===== config.mk =====
export PLATFORM = sky130hd
export DESIGN_NAME = router_top
export DESIGN_NICKNAME = d
export VERILOG_FILES = /design/src/design/router_pkg.sv /design/src/design/router_input_fsm.sv /design/src/design/router_sync.sv /design/src/design/router_fifo.sv /design/src/design/router_top.sv
export SDC_FILE = /design/constraint.sdc
export NUM_CORES = 1
export LEC_CHECK = 0
export BUFFER_PORTS_ARGS = -buffer_cell sky130_fd_sc_hd__clkbuf_2
export CAP_MARGIN = 20
export CORE_MARGIN = 10
export CORE_UTILIZATION = 39
export DETAILED_ROUTE_END_ITERATION = 8
export PLACE_DENSITY_LB_ADDON = 0.2
export SLEW_MARGIN = 15
export SYNTH_ARGS = -nofsm -noshare
export SYNTH_HDL_FRONTEND = slang
export SYNTH_HIERARCHICAL = 1
export SYNTH_SLANG_ARGS = --single-unit

===== constraint.sdc =====
create_clock -name clk -period 8.25 [get_ports clk]
set_input_delay 0 -clock clk [delete_from_list [all_inputs] [get_ports clk]]
set_output_delay 0 -clock clk [all_outputs]
set_load 0.1 [all_outputs]

===== src/design/router_pkg.sv =====
`default_nettype none

package router_pkg;

    // number of output ports, address 3 is unused.
    localparam int NUM_PORTS = 3;

    typedef logic [7:0] byte_t;

    // header marker in bit 8, data byte below it.
    typedef logic [8:0] fifo_word_t;

    typedef logic [1:0] port_addr_t;

    typedef logic [5:0] pkt_len_t;

    // input side packet FSM.
    typedef enum logic [2:0] {
        st_decode,
        st_load_first,
        st_load_data,
        st_wait_full,
        st_load_parity,
        st_check_parity,
        st_wait_empty
    } in_state_t;

endpackage

`default_nettype wire


===== src/design/router_input_fsm.sv =====
`default_nettype none

module router_input_fsm
    import router_pkg::*;
(
    input  logic  clk,
    input  logic  rst_n,
    input  logic  pkt_valid,
    input  byte_t data_in,
    input  logic  fifo_full,
    output logic  busy,
    output logic  err,
    output logic  detect_add,
    output logic  write_enb_reg,
    output logic  lfd_state,
    output byte_t fifo_byte
);

    in_state_t state;
    in_state_t state_nxt;
    byte_t     parity_int;
    byte_t     parity_rx;
    logic      take;
    logic      wr_stall;

    // the registered byte could not go into the fifo this cycle.
    assign wr_stall = write_enb_reg && fifo_full;

    assign detect_add = (state == st_decode) && pkt_valid; // header sits on data_in.

    always_comb begin
        case (state)
            st_decode:       busy = pkt_valid && fifo_full;
            st_load_data,
            st_wait_full:    busy = fifo_full; // back-pressure.
            default:         busy = 1'b1;
        endcase
    end

    // a byte is taken at this edge. with pkt_valid low in the data states it is parity.
    assign take = !busy && (detect_add || state == st_load_data || state == st_wait_full);

    always_comb begin
        state_nxt = state;
        case (state)
            st_decode: begin
                if (pkt_valid) begin
                    state_nxt = fifo_full ? st_wait_empty : st_load_first;
                end
            end
            st_wait_empty: begin
                if (!fifo_full) begin
                    state_nxt = st_decode;
                end
            end
            st_load_first: begin
                if (!wr_stall) begin
                    state_nxt = st_load_data;
                end
            end
            st_load_data: begin
                if (fifo_full) begin
                    state_nxt = st_wait_full;
                end else if (!pkt_valid) begin
                    state_nxt = st_load_parity;
                end
            end
            st_wait_full: begin
                if (!fifo_full) begin
                    state_nxt = pkt_valid ? st_load_data : st_load_parity;
                end
            end
            st_load_parity: begin
                if (!wr_stall) begin // parity must be stored before the check.
                    state_nxt = st_check_parity;
                end
            end
            st_check_parity: state_nxt = st_decode;
            default:         state_nxt = st_decode;
        endcase
    end

    always_ff @(posedge clk) begin
        if (!rst_n) begin
            state         <= st_decode;
            write_enb_reg <= 1'b0;
            err           <= 1'b0;
        end else begin
            state <= state_nxt;
            err   <= (state == st_check_parity) && (parity_int != parity_rx);
            if (take) begin
                write_enb_reg <= 1'b1;
            end else if (!wr_stall) begin
                write_enb_reg <= 1'b0; // keep the strobe up while parked.
            end
        end
    end

    always_ff @(posedge clk) begin
        if (take) begin
            fifo_byte <= data_in;
            lfd_state <= detect_add;
        end
        if (take && detect_add) begin
            parity_int <= data_in; // parity starts with the header.
        end else if (take && pkt_valid) begin
            parity_int <= parity_int ^ data_in;
        end else if (take) begin
            parity_rx <= data_in;
        end
    end

endmodule

`default_nettype wire


===== src/design/router_sync.sv =====
`default_nettype none

module router_sync
    import router_pkg::*;
#(
    parameter int SOFT_RESET_CYCLES = 30
) (
    input  logic  clk,
    input  logic  rst_n,
    input  logic  detect_add,
    input  logic  write_enb_reg,
    input  byte_t data_in,
    input  logic  full_0,
    input  logic  full_1,
    input  logic  full_2,
    input  logic  empty_0,
    input  logic  empty_1,
    input  logic  empty_2,
    input  logic  read_enb_0,
    input  logic  read_enb_1,
    input  logic  read_enb_2,
    output logic  write_enb_0,
    output logic  write_enb_1,
    output logic  write_enb_2,
    output logic  fifo_full,
    output logic  soft_rst_0,
    output logic  soft_rst_1,
    output logic  soft_rst_2,
    output logic  valid_out_0,
    output logic  valid_out_1,
    output logic  valid_out_2
);

    localparam int NUM_ADDR = 2 ** $bits(port_addr_t);
    localparam int TW       = $clog2(SOFT_RESET_CYCLES + 1);

    port_addr_t           addr_q;
    port_addr_t           addr_sel;
    logic [NUM_PORTS-1:0] full_v;
    logic [NUM_PORTS-1:0] valid_v;
    logic [NUM_PORTS-1:0] rd_v;
    logic [NUM_PORTS-1:0] wr_v;
    logic [NUM_PORTS-1:0] srst_v;
    logic [NUM_ADDR-1:0]  full_pad;

    assign full_v  = {full_2, full_1, full_0};
    assign valid_v = ~{empty_2, empty_1, empty_0};
    assign rd_v    = {read_enb_2, read_enb_1, read_enb_0};

    always_ff @(posedge clk) begin
        if (!rst_n) begin
            addr_q <= '0;
        end else if (detect_add) begin
            addr_q <= data_in[1:0];
        end
    end

    // during decode the header on data_in is not latched yet.
    assign addr_sel  = detect_add ? data_in[1:0] : addr_q;
    assign full_pad  = NUM_ADDR'(full_v); // address 3 is never full.
    assign fifo_full = full_pad[addr_sel];

    for (genvar i = 0; i < NUM_PORTS; i++) begin : g_port
        logic [TW-1:0] idle_cnt;

        assign wr_v[i] = write_enb_reg && (addr_q == port_addr_t'(i));

        always_ff @(posedge clk) begin
            if (!rst_n) begin
                idle_cnt  <= '0;
                srst_v[i] <= 1'b0;
            end else begin
                srst_v[i] <= 1'b0;
                if (rd_v[i] || !valid_v[i]) begin
                    idle_cnt <= '0;
                end else if (idle_cnt == TW'(SOFT_RESET_CYCLES - 1)) begin
                    idle_cnt  <= '0;
                    srst_v[i] <= 1'b1; // nobody read this port in time.
                end else begin
                    idle_cnt <= idle_cnt + 1'b1;
                end
            end
        end
    end

    assign {write_enb_2, write_enb_1, write_enb_0} = wr_v;
    assign {soft_rst_2, soft_rst_1, soft_rst_0}    = srst_v;
    assign {valid_out_2, valid_out_1, valid_out_0} = valid_v;

endmodule

`default_nettype wire


===== src/design/router_fifo.sv =====
`default_nettype none

module router_fifo
    import router_pkg::*;
#(
    parameter int FIFO_DEPTH = 16
) (
    input  logic  clk,
    input  logic  rst_n,
    input  logic  soft_rst,
    input  logic  write_enb,
    input  logic  read_enb,
    input  logic  lfd_state,
    input  byte_t data_in,
    output logic  full,
    output logic  empty,
    output byte_t data_out
);

    localparam int PW = $clog2(FIFO_DEPTH);

    fifo_word_t                mem [FIFO_DEPTH];
    logic [PW-1:0]             wr_ptr;
    logic [PW-1:0]             rd_ptr;
    logic [PW:0]               count;
    logic [$bits(pkt_len_t):0] byte_cnt; // bytes left in the packet being read.
    fifo_word_t                rd_word;
    pkt_len_t                  rd_len;
    logic                      do_wr;
    logic                      do_rd;

    assign full  = (count == (PW + 1)'(FIFO_DEPTH));
    assign empty = (count == '0);
    assign do_wr = write_enb && !full;
    assign do_rd = read_enb && !empty;

    assign rd_word = mem[rd_ptr];
    assign rd_len  = rd_word[7:2];

    always_ff @(posedge clk) begin
        if (do_wr) begin
            mem[wr_ptr] <= {lfd_state, data_in};
        end
    end

    always_ff @(posedge clk) begin
        if (!rst_n || soft_rst) begin
            wr_ptr <= '0;
            rd_ptr <= '0;
            count  <= '0;
        end else begin
            if (do_wr) begin
                wr_ptr <= wr_ptr + 1'b1;
            end
            if (do_rd) begin
                rd_ptr <= rd_ptr + 1'b1;
            end
            case ({do_wr, do_rd})
                2'b10:   count <= count + 1'b1;
                2'b01:   count <= count - 1'b1;
                default: count <= count; // none, or read and write together.
            endcase
        end
    end

    always_ff @(posedge clk) begin
        if (!rst_n || soft_rst) begin
            data_out <= '0;
            byte_cnt <= '0;
        end else if (read_enb) begin
            if (do_rd && rd_word[8]) begin
                data_out <= rd_word[7:0];
                byte_cnt <= {1'b0, rd_len} + 1'b1; // payload plus parity.
            end else if (do_rd && byte_cnt != '0) begin
                data_out <= rd_word[7:0];
                byte_cnt <= byte_cnt - 1'b1;
            end else if (byte_cnt == '0) begin
                data_out <= '0; // past the end of the packet.
            end
        end
    end

endmodule

`default_nettype wire


===== src/design/router_top.sv =====
`default_nettype none

module router_top
    import router_pkg::*;
#(
    parameter int FIFO_DEPTH        = 16,
    parameter int SOFT_RESET_CYCLES = 30
) (
    input  logic  clk,
    input  logic  rst_n,
    input  logic  pkt_valid,
    input  byte_t data_in,
    input  logic  read_enb_0,
    input  logic  read_enb_1,
    input  logic  read_enb_2,
    output logic  busy,
    output logic  err,
    output byte_t data_out_0,
    output byte_t data_out_1,
    output byte_t data_out_2,
    output logic  valid_out_0,
    output logic  valid_out_1,
    output logic  valid_out_2
);

    logic                 detect_add;
    logic                 write_enb_reg;
    logic                 lfd_state;
    logic                 fifo_full;
    byte_t                fifo_byte;
    logic [NUM_PORTS-1:0] write_enb;
    logic [NUM_PORTS-1:0] soft_rst;
    logic [NUM_PORTS-1:0] full;
    logic [NUM_PORTS-1:0] empty;

    router_input_fsm i_input_fsm (
        .clk           (clk),
        .rst_n         (rst_n),
        .pkt_valid     (pkt_valid),
        .data_in       (data_in),
        .fifo_full     (fifo_full),
        .busy          (busy),
        .err           (err),
        .detect_add    (detect_add),
        .write_enb_reg (write_enb_reg),
        .lfd_state     (lfd_state),
        .fifo_byte     (fifo_byte)
    );

    router_sync #(
        .SOFT_RESET_CYCLES (SOFT_RESET_CYCLES)
    ) i_sync (
        .clk           (clk),
        .rst_n         (rst_n),
        .detect_add    (detect_add),
        .write_enb_reg (write_enb_reg),
        .data_in       (data_in),
        .full_0        (full[0]),
        .full_1        (full[1]),
        .full_2        (full[2]),
        .empty_0       (empty[0]),
        .empty_1       (empty[1]),
        .empty_2       (empty[2]),
        .read_enb_0    (read_enb_0),
        .read_enb_1    (read_enb_1),
        .read_enb_2    (read_enb_2),
        .write_enb_0   (write_enb[0]),
        .write_enb_1   (write_enb[1]),
        .write_enb_2   (write_enb[2]),
        .fifo_full     (fifo_full),
        .soft_rst_0    (soft_rst[0]),
        .soft_rst_1    (soft_rst[1]),
        .soft_rst_2    (soft_rst[2]),
        .valid_out_0   (valid_out_0),
        .valid_out_1   (valid_out_1),
        .valid_out_2   (valid_out_2)
    );

    router_fifo #(
        .FIFO_DEPTH (FIFO_DEPTH)
    ) fifo_0 (
        .clk       (clk),
        .rst_n     (rst_n),
        .soft_rst  (soft_rst[0]),
        .write_enb (write_enb[0]),
        .read_enb  (read_enb_0),
        .lfd_state (lfd_state),
        .data_in   (fifo_byte),
        .full      (full[0]),
        .empty     (empty[0]),
        .data_out  (data_out_0)
    );

    router_fifo #(
        .FIFO_DEPTH (FIFO_DEPTH)
    ) fifo_1 (
        .clk       (clk),
        .rst_n     (rst_n),
        .soft_rst  (soft_rst[1]),
        .write_enb (write_enb[1]),
        .read_enb  (read_enb_1),
        .lfd_state (lfd_state),
        .data_in   (fifo_byte),
        .full      (full[1]),
        .empty     (empty[1]),
        .data_out  (data_out_1)
    );

    router_fifo #(
        .FIFO_DEPTH (FIFO_DEPTH)
    ) fifo_2 (
        .clk       (clk),
        .rst_n     (rst_n),
        .soft_rst  (soft_rst[2]),
        .write_enb (write_enb[2]),
        .read_enb  (read_enb_2),
        .lfd_state (lfd_state),
        .data_in   (fifo_byte),
        .full      (full[2]),
        .empty     (empty[2]),
        .data_out  (data_out_2)
    );

endmodule

`default_nettype wire


==> run metrics <==
run status complete, no violations; Core Util, Final 44.7%; postcts setup bufs 0; drt first pass iters 5; Worst path top cell family by delay multiplexers; worst path required time 8250 ps; Ant. Diodes 0; Slowest cell on crit path nor4b_1; PD cells 278 nW/um2; synth top area cells edfxtp_1 59%, mux4_2 10%, dfxtp_1 10%, nor2_1 2.4%, ha_1 1.9%; routed wire length 48.3 mm; Netlist Area Pre-Place 23,400 um2; Via Count 12.1k; post-CTS sizing 0; Ports 43; Die H 265 um; Syn. warnings 6; CP Class flop to output port; DRC 0; Area growth syn-to-layout 13.1%; simple-gate portion of the synthesized area 7.34%; final worst-path cycle share 45.0%; average size of a mapped cell 16.1 um2; fin area 26,500 um2; sequential element share of the synthesized area 68.9%; Num CTS Buffers 58; Worst VDD drop 0.000160 V; top-area cell type share of the netlist area 58.6%; setup_tns 0 ps; crit-path cells nor4b_1 > mux2i_2 > mux2i_1 > mux2i_1 > o21ai_0 > nand2_1 > clkbuf_2; Comb pwr share 17.6%; CP peak stage delay 720 ps; fin cells 2,335; Worst EP arrival 3710 ps; global-route wire length before repair 74.7 mm; initial core utilization 39.5%; clock sink count 578; EDFF count, synth 457; ys async rst share 0%; CP most frequent cell mux2i_1; Hold Vio Cnt, Final 0; TritonCTS clock tree yes; Leak 8.56 nW; maxcap violations 0; die area 70,200 um2; Yosys cell types 56; Final HPWL DP 29.2 mm; Min-Delay Path Class primary input to flop; vias per std cell 5.18; DR WL/cell 20.7 um; Clk network pwr share 35.8%; fmax 269 MHz; unrepaired setup endpoints after global routing no; adder-cell share of the synthesized area 1.92%; total grt overflow 0; worst-path fanout max 11; biggest regs fifo_0/mem x144, fifo_1/mem x144, fifo_2/mem x144; vias in the first global route 12.3k; Net Count, Synth 1,502; Synth Flop Type edfxtp_1; clock latency on the worst-skew pair 600 ps; max-slew headroom at the worst pin 27.2%; min cycle time layout 3710 ps; xor and xnor area share after synthesis 2.84%; Synth area leader edfxtp_1; core area 59,200 um2; Synth Area in Compound Gates 4.53%; maximum clock insertion buffer count 3; Global Route Usage Sum 13.7%; Die Span X 265 um; clk slew on worst S/H paths 60 ps; CP bufs+invs 1; GPL Wtd Cong 0.762; largest net degree at the start of global routing 49; initial antenna violation count 0; flops & latches, synth 578; input/output buffers 42; CTS Root Cell clkbuf_16; Tightest Pin Transition 1090 ps; Final ANT Viol Nets 0; fin nets 1,564; placed insts 2,211; mux share of post-synthesis cell area 12.1%; Worst Setup End Kind output port; # H-tree levels 2; P_sw 2.02 mW; max-slew violations 0; Seq pwr share 46.5%; Placement Cell Area 24,400 um2; switching share of power 27.4%; Post-synth top cells 457 x edfxtp_1, 147 x nor2_1, 121 x dfxtp_1; Rows 89; iteration-0 DRC count of the detailed router 869; Fin Clk Skew 9.61 ps; startpoint types flop; Mapped Cells 1,452; top-count cell post-synth edfxtp_1; layout cell share with drive strength beyond 1 18.5%; # setup viols final 0; main combinational cell family by area after synthesis multiplexers; Power Internal 5.34 mW
==> logic make-up after synthesis <==
| group | after synthesis |
|---|---|
| flip-flops | 578 |
| AND/OR/NAND/NOR | 358 |
| buffers and inverters | 110 |
| multiplexers | 139 |
| XOR/XNOR | 76 |
| adder cells (fa/ha/maj) | 36 |
| AO/OA/AOI/OAI | 155 |
==> metal layers <==
metal / GRT usage, % / up-vias / part of all wire (%)
li1: - / 5702 / -
met1: 17.7 / 6143 / 44
met2: 23.3 / 189 / 50
met3: 2.08 / 69 / 3.4
met4: 4.61 / 0 / 2.4
met5: 0 / - / 0
==> repair_timing <==
action | 4_1_cts | 5_1_grt
hold buffers | 15 | 0
setup endpoints to repair | 0 | 0
hold endpoints to repair | 81 | 0
==> per-stage QoR <==
stage | setup WS [ps] | hold slack (ps) | power, mW
after detailed placement | 4730 | 235 | 4.80
after global routing | 4160 | 194 | 7.68
final | 4540 | 209 | 7.35
after floorplan | 5180 | 79.3 | 4.49
after global placement | 4790 | 230 | 4.78
after CTS | 4460 | 169 | 7.46
==> layout make-up <==
| type | instances | area (um2) |
|---|---|---|
| repair buffers | 78 | 526 |
| multi-input cells | 764 | 6790 |
| clock inverters | 33 | 289 |
| inverters | 34 | 130 |
| flip-flops and latches | 578 | 16100 |
| fillers | 5137 | 32800 |
| clock buffers | 75 | 1640 |
| well taps | 773 | 967 |
==> worst reg2reg max path, stage by stage, from the launching register on <==
cell,delay (ps)
dfxtp_1,420
nor4b_1,720
mux2i_2,360
mux2i_1,240
mux2i_1,300
nor3_2,710
and2_1,450
==> worst paths after layout <==
| check | start | end | slack [ps] | cells past startpoint |
|---|---|---|---|---|
| setup / recovery | i_input_fsm/state[2]$_SDFFE_PN0P_ | busy | 4540 | 7 |
| hold / removal | data_in[2] | i_input_fsm/fifo_byte[2]$_DFFE_PP_ | 210 | 2 |
| setup reg to reg | i_input_fsm/state[2]$_SDFFE_PN0P_ | i_input_fsm/parity_int[2]$_DFFE_PP_ | 4720 | 6 |
| hold reg to reg | i_sync/g_port[1].idle_cnt[0]$_SDFF_PP0_ | i_sync/g_port[1].idle_cnt[0]$_SDFF_PP0_ | 470 | 1 |
==> power groups by stage <==
stage	sequential (mW)	clock, mW	combinational, mW
floorplan	3.64	0	0.847
global route	3.43	2.83	1.42
CTS	3.42	2.71	1.33
global placement	3.48	0	1.30
detailed placement	3.48	0	1.32
finish	3.42	2.64	1.30
==> cell usage in the layout, fill, tap and decap left out, drive strengths merged, types with 5 or more instances in the layout <==
| cell type | count |
|---|---|
| nor3b | 5 |
| a211oi | 21 |
| xor2 | 41 |
| nor2b | 20 |
| a21oi | 32 |
| a31oi | 6 |
| dlygate4sd3 | 15 |
| and2 | 18 |
| dfxtp | 121 |
| bufinv | 5 |
| ha | 36 |
| clkinv | 24 |
| edfxtp | 457 |
| nand2b | 9 |
| mux2i | 25 |
| inv | 36 |
| o21ai | 18 |
| or3 | 9 |
| nand4 | 14 |
| nor3 | 20 |
| o21bai | 6 |
| clkbuf | 117 |
| buf | 21 |
| mux4 | 114 |
| a22oi | 51 |
| xnor2 | 35 |
| nor2 | 148 |
| nand2 | 65 |
| nand3 | 31 |
| o21a | 6 |
(Power assumes the default switching activity.)
